==> config.mk <==
export PLATFORM = sky130hd
export DESIGN_NAME = issue_stage_top
export DESIGN_NICKNAME = d
export VERILOG_FILES = /design/src/hdl/ooo_types_pkg.sv /design/src/hdl/isa_ops_pkg.sv /design/src/hdl/issue_stage_top.sv /design/src/hdl/reg_status_table.sv /design/src/hdl/rob_tag_allocator.sv /design/src/hdl/issue_control.sv
export SDC_FILE = /design/constraint.sdc
export NUM_CORES = 1
export LEC_CHECK = 0
export BUFFER_PORTS_ARGS = -buffer_cell sky130_fd_sc_hd__buf_2
export CAP_MARGIN = 20
export CORE_AREA = 2 2 147 149
export CTS_BUF_LIST = sky130_fd_sc_hd__clkbuf_2
export DETAILED_ROUTE_END_ITERATION = 8
export DIE_AREA = 0 0 149 151
export PLACE_DENSITY = 0.78
export SLEW_MARGIN = 40
export SYNTH_ARGS = -nofsm -noshare
export SYNTH_HDL_FRONTEND = slang
export SYNTH_HIERARCHICAL = 1
export SYNTH_SLANG_ARGS = --single-unit
==> constraint.sdc <==
create_clock -name clk -period 6 [get_ports clk]
set_input_delay 0.3 -clock clk [delete_from_list [all_inputs] [get_ports clk]]
set_output_delay 0.3 -clock clk [all_outputs]
set_load 0.005 [all_outputs]
==> src/hdl/ooo_types_pkg.sv <==
/*
  out-of-order bookkeeping types shared by allocator, status table and top
  tags, status entries, commit info and the issue result bundle
*/
package ooo_types_pkg;

    localparam int ROB_TAG_W = 4; // enough for a rob of up to 16 entries

    typedef logic [ROB_TAG_W-1:0] rob_tag_t;

    // one register status entry
    typedef struct packed {
        rob_tag_t rob_tag; // newest producer of this register
        logic     busy;    // value still pending in the rob
    } reg_stat_t;

    // commit info from the rob head
    typedef struct packed {
        rob_tag_t   tag;
        logic [4:0] dest;
        logic       reg_write; // 0 for stores and branches
    } commit_t;

    // what the reservation stations get for an accepted instruction
    typedef struct packed {
        rob_tag_t tag;      // rob slot assigned to this instruction
        rob_tag_t q_j;      // producer of rs1, valid when j_busy
        rob_tag_t q_k;      // producer of rs2, valid when k_busy
        logic     j_busy;
        logic     k_busy;
        logic     uses_rs2; // low means rs2 field holds an immediate or nothing
    } issue_res_t;

endpackage

==> src/hdl/isa_ops_pkg.sv <==
/*
  instruction-side types for the issue stage
  op classes and the decoded request handed over by the decoder
*/
package isa_ops_pkg;

    // coarse instruction class, enough to pick rd write and rs2 use
    typedef enum logic [2:0] {
        OP_ALU     = 3'd0, // reg-reg arithmetic, writes rd
        OP_ALU_IMM = 3'd1, // reg-imm arithmetic, rs2 field is immediate
        OP_LOAD    = 3'd2, // writes rd, address from rs1 + imm
        OP_STORE   = 3'd3, // reads rs1 and rs2, no rd
        OP_BRANCH  = 3'd4  // compares rs1 and rs2, no rd
    } op_class_e;

    // one decoded instruction waiting to issue
    // 18 bits total
    typedef struct packed {
        op_class_e  op;
        logic [4:0] rs1;
        logic [4:0] rs2; // ignored unless the class reads a second register
        logic [4:0] rd;  // ignored for stores and branches
    } issue_req_t;

endpackage
==> src/hdl/issue_stage_top.sv <==
/*
  issue stage rename lookup, top level
  joins issue control, rob tag allocator and register status table
  and packs the issue result for the reservation stations
*/
`timescale 1ns/1ps

module issue_stage_top #(
    parameter int ROB_DEPTH = 8 // 2 to 16
) (
    input  logic                     clk,
    input  logic                     reset,
    input  logic                     flush,
    input  logic                     issue_valid,
    input  isa_ops_pkg::issue_req_t  req,
    input  logic                     stall,
    input  logic                     commit_valid,
    input  ooo_types_pkg::commit_t   cmt,
    output logic                     issue_accepted,
    output ooo_types_pkg::issue_res_t res,
    output logic                     rob_full
);
    import ooo_types_pkg::*;

    logic      accept;
    logic      dest_write;
    logic      uses_rs2;
    rob_tag_t  alloc_tag;
    reg_stat_t stat_rs1;
    reg_stat_t stat_rs2;

    issue_control u_ctrl (
        .req         (req),
        .issue_valid (issue_valid),
        .stall       (stall),
        .rob_full    (rob_full),
        .accept      (accept),
        .dest_write  (dest_write),
        .uses_rs2    (uses_rs2)
    );

    rob_tag_allocator #(.ROB_DEPTH(ROB_DEPTH)) u_alloc (
        .clk, .reset, .flush,
        .alloc        (accept),
        .commit_valid (commit_valid),
        .commit_tag   (cmt.tag),
        .alloc_tag    (alloc_tag),
        .rob_full     (rob_full)
    );

    reg_status_table u_table (
        .clk, .reset, .flush,
        .rs1 (req.rs1), .rs2 (req.rs2),
        .issue_dest  (req.rd),
        .issue_write (dest_write),
        .issue_tag   (alloc_tag),
        .commit_valid, .cmt,
        .stat_rs1, .stat_rs2
    );

    assign issue_accepted = accept;

    always_comb begin
        res.tag      = alloc_tag;
        res.q_j      = stat_rs1.rob_tag;
        res.j_busy   = stat_rs1.busy;
        res.q_k      = uses_rs2 ? stat_rs2.rob_tag : '0; // immediate slot reads ready
        res.k_busy   = uses_rs2 && stat_rs2.busy;
        res.uses_rs2 = uses_rs2;
    end

endmodule

==> src/hdl/reg_status_table.sv <==
/*
  32-entry register status table
  marks the issued rd busy with its rob tag and clears it on commit only when
  the committing tag is still the newest writer, lookups are combinational
*/
`timescale 1ns/1ps

module reg_status_table (
    input  logic                     clk,
    input  logic                     reset,
    input  logic                     flush,        // mispredict recovery, clears all
    input  logic [4:0]               rs1,
    input  logic [4:0]               rs2,
    input  logic [4:0]               issue_dest,
    input  logic                     issue_write,  // accepted issue that writes rd
    input  ooo_types_pkg::rob_tag_t  issue_tag,
    input  logic                     commit_valid,
    input  ooo_types_pkg::commit_t   cmt,
    output ooo_types_pkg::reg_stat_t stat_rs1,
    output ooo_types_pkg::reg_stat_t stat_rs2
);
    import ooo_types_pkg::*;

    reg_stat_t   entries [32]; // current table contents
    reg_stat_t   new_entry;    // value written for the issuing rd
    logic [31:0] write_bus;    // one-hot issue write
    logic [31:0] clear_bus;    // one-hot commit clear
    logic        newest_writer;
    logic        clear_en;

    always_comb begin
        new_entry.rob_tag = issue_tag;
        new_entry.busy    = 1'b1;
    end

    // x0 is never renamed
    always_comb begin
        write_bus = '0;
        if (issue_write && (issue_dest != 5'd0))
            write_bus[issue_dest] = 1'b1;
    end

    // a later writer may have retagged the register since this commit issued
    assign newest_writer = entries[cmt.dest].busy && (entries[cmt.dest].rob_tag == cmt.tag);

    // same-cycle issue to the same rd keeps the new tag
    assign clear_en = commit_valid && cmt.reg_write && newest_writer &&
                      !(issue_write && (issue_dest == cmt.dest));

    always_comb begin
        clear_bus = '0;
        if (clear_en && (cmt.dest != 5'd0))
            clear_bus[cmt.dest] = 1'b1;
    end

    assign entries[0] = '0; // tag reads zero, never busy

    for (genvar i = 1; i < 32; i++) begin : g_entry
        reg_stat_t entry_q;

        always_ff @(posedge clk) begin
            if (reset || flush)
                entry_q <= '0;
            else if (clear_bus[i])
                entry_q <= '0;
            else if (write_bus[i])
                entry_q <= new_entry;
        end

        assign entries[i] = entry_q;
    end

    // lookups see the state before this edge, no bypass of same-cycle updates
    assign stat_rs1 = entries[rs1];
    assign stat_rs2 = entries[rs2];

    // an issue write shows up one edge later unless a flush wipes it
    a_write_visible: assert property (@(posedge clk) disable iff (reset)
        (issue_write && (issue_dest != 5'd0) && !flush) |=>
            (entries[$past(issue_dest)].busy &&
             entries[$past(issue_dest)].rob_tag == $past(issue_tag)))
        else $error("issued rd not busy with its tag one cycle later");

endmodule

==> src/hdl/rob_tag_allocator.sv <==
/*
  in-order circular allocator of rob tags
  hands out the tail tag on alloc, frees the head tag on commit, flush empties it
  rob_full is the occupancy reaching ROB_DEPTH
*/
`timescale 1ns/1ps

module rob_tag_allocator #(
    parameter int ROB_DEPTH = 8 // 2 to 16
) (
    input  logic                    clk,
    input  logic                    reset,
    input  logic                    flush,
    input  logic                    alloc,        // accepted issue this cycle
    input  logic                    commit_valid,
    input  ooo_types_pkg::rob_tag_t commit_tag,
    output ooo_types_pkg::rob_tag_t alloc_tag,
    output logic                    rob_full
);
    import ooo_types_pkg::*;

    localparam int CNT_W = $clog2(ROB_DEPTH + 1); // count goes up to ROB_DEPTH

    rob_tag_t   head;  // oldest outstanding tag
    rob_tag_t   tail;  // next tag to hand out
    logic [CNT_W-1:0] count;

    // wrap at ROB_DEPTH rather than at the tag width
    function automatic rob_tag_t next_ptr(input rob_tag_t ptr);
        rob_tag_t nxt;
        if (ptr == rob_tag_t'(ROB_DEPTH - 1))
            nxt = '0;
        else
            nxt = ptr + 1'b1;
        return nxt;
    endfunction

    always_ff @(posedge clk) begin
        if (reset || flush) begin
            head  <= '0;
            tail  <= '0;
            count <= '0;
        end else begin
            if (alloc)
                tail <= next_ptr(tail);
            if (commit_valid)
                head <= next_ptr(head);
            // both in one cycle leave the count as it is
            case ({alloc, commit_valid})
                2'b10:   count <= count + 1'b1;
                2'b01:   count <= count - 1'b1;
                default: count <= count;
            endcase
        end
    end

    assign alloc_tag = tail;
    assign rob_full  = (count == CNT_W'(ROB_DEPTH));

    // commits come from the rob head in program order
    a_commit_is_head: assert property (@(posedge clk) disable iff (reset || flush)
        commit_valid |-> commit_tag == head)
        else $error("commit tag %0d is not the oldest tag %0d", commit_tag, head);

    a_no_commit_empty: assert property (@(posedge clk) disable iff (reset || flush)
        commit_valid |-> count != '0)
        else $error("commit while rob empty");

    // issue control gates alloc with rob_full, so this covers the wiring too
    a_no_alloc_full: assert property (@(posedge clk) disable iff (reset || flush)
        alloc |-> !rob_full)
        else $error("tag allocated while rob full");

endmodule

==> src/hdl/issue_control.sv <==
/*
  issue control
  decodes the op class into rd write and rs2 use flags and decides acceptance
  purely combinational, the instruction is taken when valid with no stall and rob room
*/
`timescale 1ns/1ps

module issue_control (
    input  isa_ops_pkg::issue_req_t req,
    input  logic                    issue_valid,
    input  logic                    stall,    // reservation stations full
    input  logic                    rob_full,
    output logic                    accept,
    output logic                    dest_write,
    output logic                    uses_rs2
);
    import isa_ops_pkg::*;

    logic writes_rd; // class produces a register result

    // class decode
    always_comb begin
        writes_rd = 1'b0;
        uses_rs2  = 1'b0;
        case (req.op)
            OP_ALU: begin
                writes_rd = 1'b1;
                uses_rs2  = 1'b1;
            end
            OP_ALU_IMM: begin
                writes_rd = 1'b1; // rs2 slot carries the immediate
            end
            OP_LOAD: begin
                writes_rd = 1'b1;
            end
            OP_STORE: begin
                uses_rs2 = 1'b1; // store data comes from rs2
            end
            OP_BRANCH: begin
                uses_rs2 = 1'b1;
            end
            default: begin
                writes_rd = 1'b0; // unused encodings issue as no-ops
                uses_rs2  = 1'b0;
            end
        endcase
    end

    // accept only with no back-pressure from either side
    assign accept = issue_valid && !stall && !rob_full;

    // rd write only for accepted writers, so a held instruction marks nothing
    assign dest_write = accept && writes_rd;

endmodule

==> key figures, run 1 <==
Run status
  – Outcome: finished, violations left
  – Violations in the final reports: design-rule violations

STA
  – Clk_skew: 33.8 ps
  – Setup-failing EPs final: 0
  – Final Hold Fails: 0
  – Final period util: 57.0%
  – Fin crit period: 3420 ps
  – Max_slew headroom: 46.8%
  – Slew at the pin closest to its max-slew limit: 790 ps
  – Slew Limit Fails: 0
  – Worst hold margin: 30.3 ps
  – Fmax: 292 MHz
  – RSZ-0062 raised after global routing: false
  – Fin worst setup slack: between 2000 and 3000 ps
  – Setup tns final: 0 ps

Logic synthesis
  – Post-synth EDFFs: 0
  – Synth Area per Inst: 11.1 µm²
  – Area contributors post-synth: dfxtp_1 29%, mux4_2 20%, mux2i_1 16%
  – Mapped Cells: 1003
  – Synth cell types: 55
  – Synth Cell Area: between 10000 and 15000 µm²
  – Seq cells post-synth: 163
  – Synth top area share: 29.2%
  – Commonest cells in the synthesized netlist: 181 x mux2i_1, 163 x dfxtp_1, 98 x mux4_2, 77 x a211oi_1, 57 x nor2_1
  – Ys async rst share: 0%
  – Area leader, netlist: dfxtp_1
  – Main synth FF type: dfxtp_1
  – Post-Syn Nets: 1041
  – Sequential-to-total area share from yosys stat: 29.2%
  – Most frequent cell after synthesis: mux2i_1
  – Total of warnings raised by yosys: 6

Detailed routing
  – Vias/cell: roughly 7.3
  – Post-route ant nets: 0
  – Via count of the routed design: 9307
  – Detailed Route Iter0 Violations: 1554
  – Drt pass-1 iters: 9
  – DRC Markers: 14
  – Total Wirelength: 35500 µm
  – DR WL/cell: about 28 µm

Worst setup path
  – Req. time, crit path: 5700 ps
  – RR Startpoint: u_alloc/count[0]$_SDFFE_PP0P_
  – Setup CP Type: in -> out
  – Worst r2r path cells: 11
  – Setup crit start kind: primary input
  – CP Launch Point: req[5]
  – Crit end category: output port
  – Worst reg-to-reg setup slack: 2730 ps
  – CP arrival: 3120 ps
  – CP max FO: 24

Job
  – Max-cap violations: 0

Clock tree
  – CTS root buf: clkbuf_2
  – Clk pin slew, worst setup/hold paths: 240 ps
  – Worst-case clock buffer depth: 2
  – Post-CTS Setup Inserts: 0
  – Skew-Pair Late Insertion Delay: slightly above 800 ps
  – # clock sinks: 163
  – Depth of the CTS H-tree: 4
  – CTS tree: built
  – CTS buffer count: 17

Place
  – Worst slack, placed: 2360 ps
  – HPWL after DPL: around 24000 µm
  – Buffers on Ports: 50
  – Final Wtd Congestion: 1.02

GRT
  – Initial antenna violation count: 1
  – Gr ovfl total: 0
  – Vias in the first global route: 8920
  – Gr usage total: 32.0%
  – First-pass GRT wire length: 54300 µm
  – Pin count of the biggest net entering global routing: 81

Worst hold path
  – Hold_sp: commit_valid
  – Min-Delay Path Depth: 4
  – Min-delay worst type: in -> reg

Final layout
  – Area delta synth->final: 3.88%
  – Share of post-route cells with drive strength above 1: approximately 28%
  – Seq. cell area: 3260 µm²
  – Area of the multi-input gates: 7240 µm²
  – Final net count: 1028
  – # fillers: 1807

Floorplan
  – Io pins: 51
  – CORE AREA: 20800 µm²
  – Die Span Y: 151 µm
  – Cell Rows: 53
  – Die Area: 22500 µm²
  – Die Wd: 149 µm
  – Starting Density: 53.7%

Pwr
  – PD cells: 169 nW/µm²
  – Leak: 4.11 nW
  – Max IR drop VDD: 0.122 mV
## stage by stage
step / util (%) / total power, mW / instance area (µm²) / std cells
6_report: 55.8 / 1.96 / 11600 / 1279
5_1_grt: 55.8 / 2.02 / 11600 / 1279
4_1_cts: 55.8 / 1.96 / 11600 / 1278
3_5_place_dp: 54.3 / 1.33 / 11300 / 1240
3_3_place_gp: 54.0 / 1.33 / 11200 / 1237
2_1_floorplan: - / 1.27 / 11200 / 1003
## path summary, 6_finish.rpt
path	endpoint
worst max-delay path	res[3]
worst max register to register	u_table/entries[99]$_SDFFE_PP0P_
worst min register to register	u_alloc/alloc_tag[3]$_SDFFE_PP0P_
worst min-delay path	u_alloc/count[1]$_SDFFE_PP0P_
## registers in the layout, summed over array words and instances (netlist names)
signal and flops:
u_table/entries 155, u_alloc/alloc_tag 4, u_alloc/count 4
## kinds of logic (layout without fill, tap and decap cells)
kind of cell,after synthesis,in the layout,synth area share [%]
adders and majority gates,4,4,0.448
and+or+nand+nor,151,151,7.22
buffers and inverters,117,117,6.10
other,0,1,0
xor gates and xnor gates,12,12,0.940
AOI/OAI and AO/OA,249,249,17.3
muxes,307,307,38.8
DFF,163,163,29.2
## what timing repair did
item                      4_1_cts  5_1_grt
gates resized for setup         0        0
hold endpoints to repair       19        0
hold buffers                    6        0
## layout by cell type, fill, tap and decap left out, types with 5 or more instances in the layout
cell type	n
mux2i_1	181
clkbuf_2	17
buf_4	12
nor3_1	11
o21ai_0	37
a211oi_1	77
inv_1	15
a21oi_1	36
mux4_2	98
xnor2_1	5
a22o_1	10
and2_1	6
nand3b_1	10
xor2_1	7
dlygate4sd3_1	6
buf_2	47
a211oi_2	52
nand2_1	22
dfxtp_1	163
nor2_1	56
mux2_2	26
o22ai_1	25
## where the power goes
| part | internal [mW] | switching [mW] |
|---|---|---|
| Sequential | 1.09 | 0.00292 |
| Combinational | 0.0781 | 0.152 |
| Clock | 0.196 | 0.442 |
| Total | 1.36 | 0.597 |
## critical path: stages
cell and delay (ps):
buf_2 500, buf_4 520, mux4_2 630, mux4_2 530
mux2_2 310, and2_1 160, buf_2 120
## metal layers
metal / track usage [%] / share of wire, % / wire (µm)
met3: 9.01 / 13 / 4430
met4: 16.3 / 5.9 / 2080
met1: 42.4 / 38 / 13400
met5: 0 / 0 / 0
met2: 48.0 / 44 / 15500
## layout make-up
class,count,area share [%]
clock buffers,17,0.733
inverters,15,0.485
multi-input cells,723,62.3
clock inverters,15,1.34
flip-flops and latches,163,28.1
well taps,275,2.96
diodes,1,0.0216
repair buffers,70,4.03
(Power assumes the default switching activity.)
==> inputs of run 2 (changes only) <==
==> constraint.sdc (replaced) <==
create_clock -name clk -period 3.3 [get_ports clk]
set_input_delay 0.165 -clock clk [delete_from_list [all_inputs] [get_ports clk]]
set_output_delay 0.165 -clock clk [all_outputs]
set_load 0.005 [all_outputs]
==> key figures, run 2 (same netlist as run 1, synthesis figures left out) <==
Pwr
  – Leak: 4.33 nW (+5.3%)
  – PD cells: 315 nW/µm² (+87%)
  – Max IR drop VDD: 0.244 mV (+100%)
  – Pwr Total: 3.78 mW (+93%)

Detailed routing
  – Detailed Route Iter0 Violations: 1484 (-4.5%)
  – Total Wirelength: 36600 µm (+3.1%)
  – DRC Markers: 0 (-14)
  – Via count of the routed design: 9493 (+2.0%)
  – Post-route ant nets: 0 (unchanged)
  – Vias/cell: 7.23 (-0.64%)
  – DR WL/cell: 27.8 µm (+0.43%)
  – Drt pass-1 iters: 7 (-2)

Floorplan
  – CORE AREA: 20800 µm² (unchanged)
  – Die Area: 22500 µm² (unchanged)
  – Die Span Y: 151 µm (unchanged)
  – Io pins: 51 (unchanged)
  – Starting Density: 53.7% (unchanged)
  – Die Wd: 149 µm (unchanged)
  – Cell Rows: 53 (unchanged)

Clock tree
  – Depth of the CTS H-tree: 4 (unchanged)
  – CTS root buf: clkbuf_2
  – Post_cts resized: 0 (unchanged)
  – CTS buffer count: 17 (unchanged)
  – CTS tree: built
  – Clk pin slew, worst setup/hold paths: 250 ps (about the same)
  – Skew-Pair Late Insertion Delay: 790 ps (-20 ps)
  – Worst-case clock buffer depth: 2 (unchanged)
  – # clock sinks: 163 (unchanged)

GRT
  – Vias in the first global route: 8949 (+0.33%)
  – Gr ovfl total: 0 (unchanged)
  – Initial antenna violation count: 2 (+1)
  – Pin count of the biggest net entering global routing: 81 (unchanged)
  – First-pass GRT wire length: 55800 µm (+2.8%)
  – Gr usage total: 33.2% (+1.2 points)

STA
  – Slew Limit Fails: 0 (unchanged)
  – Setup-failing EPs final: 0 (unchanged)
  – Fin crit period: 3020 ps
  – Max_slew headroom: 43.0% (-3.7 points)
  – Setup tns final: 0 ps (unchanged)
  – Clk_skew: 37.4 ps (+3.62 ps)
  – Final period util: 91.5%
  – RSZ-0062 raised after global routing: false
  – Final Hold Fails: 0 (unchanged)
  – Slew at the pin closest to its max-slew limit: 846 ps (+55.6 ps)
  – Fmax: 331 MHz

Place
  – Buffers on Ports: 50 (unchanged)
  – HPWL after DPL: 26000 µm (+8.1%)
  – Final Wtd Congestion: 1.06 (+3.9%)

Final layout
  – Most common cell after layout, fill and taps aside: mux2i_1
  – Final net count: 1062 (+3.3%)
  – Commonest non-fill, non-tap cells in the layout: 181 x mux2i_1, 161 x dfxtp_1, 98 x mux4_2
  – Area delta synth->final: 7.40%
  – Share of post-route cells with drive strength above 1: 30.9% (+2.4 points)
  – Max reg flops: 155 (unchanged)

Worst setup path
  – RR Startpoint: u_alloc/count[0]$_SDFFE_PP0P_
  – CP Launch Point: u_table/entries[64]$_SDFFE_PP0P_
  – Req. time, crit path: 3130 ps (-2570 ps)
  – CP max FO: 4 (-83%)
  – CP arrival: 2860 ps (-260 ps)
  – Setup crit start kind: flop
  – Crit end category: output port
  – Setup CP Type: reg -> out

Worst hold path
  – Min-delay worst type: in -> reg
  – Hold_sp: req[2]

Run status
  – Outcome: finished clean

Job
  – Max-cap violations: 0 (unchanged)
-- run 2: changes by cell type in the layout (fill, tap and decap cells not counted), moves of 3 or more --
cell / before / now
clkbuf_2: 17 / 21
dlygate4sd3_1: 6 / 9
buf_4: 12 / 37
buf_12: 3 / 9
bufinv_16: 2 / 5
-- run 2: critical path, stage by stage (launching register included) --
cell,delay [ps]
dfxtp_1,410
mux4_2,530
mux4_2,560
mux2_2,290
and2_1,160
buf_2,120
-- run 2: timing repair --
action,CTS,global route
hold endpoints to repair,35,0
endpoints found under the setup margin,0,0
hold buffers,9,0
buffers inserted,0,0
-- run 2: through the flow --
| stage | cell area, µm² | cells | hold slack, ps | util (%) | setup WS (ps) |
|---|---|---|---|---|---|
| 4_1_cts | 12000 | 1312 | 3.84 | 57.6 | 265 |
| 3_3_place_gp | 11600 | 1271 | 454 | 55.7 | 245 |
| 2_1_floorplan | 11200 | 1003 | 335 | - | 793 |
| 6_report | 12000 | 1313 | 67.2 | 57.6 | 280 |
| 5_1_grt | 12000 | 1313 | 14.6 | 57.6 | 98.2 |
| 3_5_place_dp | 11600 | 1271 | 472 | 55.7 | 307 |
-- run 2: report_power, final --
| part | switching [mW] | internal, mW |
|---|---|---|
| sequential | 0.00813 | 1.98 |
| combinational | 0.282 | 0.161 |
| clock | 0.759 | 0.593 |
-- run 2: cell type report --
type	instances	area (µm²)
clock buffers	21	105
inverters	15	56.3
clock inverters	11	200
flip-flops and latches	163	3270
multi-input cells	723	7240
fillers	1763	8820
well taps	275	344
repair buffers	104	793
diodes	1	2.50
-- run 2: per-layer routing --
| metal | wire length, µm | vias up | global-route usage, % |
|---|---|---|---|
| met1 | 14300 | 4678 | 45.4 |
| met2 | 16100 | 691 | 49.4 |
| met5 | 0 | - | 0 |
| met4 | 1770 | 0 | 14.8 |
| li1 | - | 3979 | - |
| met3 | 4430 | 145 | 9.31 |
-- run 2: path summary, 6_finish.rpt --
check | end | slack, ps | depth (start not counted)
max | res[6] | 280 | 5
min | u_table/entries[100]$_SDFFE_PP0P_ | 70 | 4
max reg2reg | u_table/entries[41]$_SDFFE_PP0P_ | 350 | 12
min reg2reg | u_alloc/count[2]$_SDFFE_PP0P_ | 550 | 2
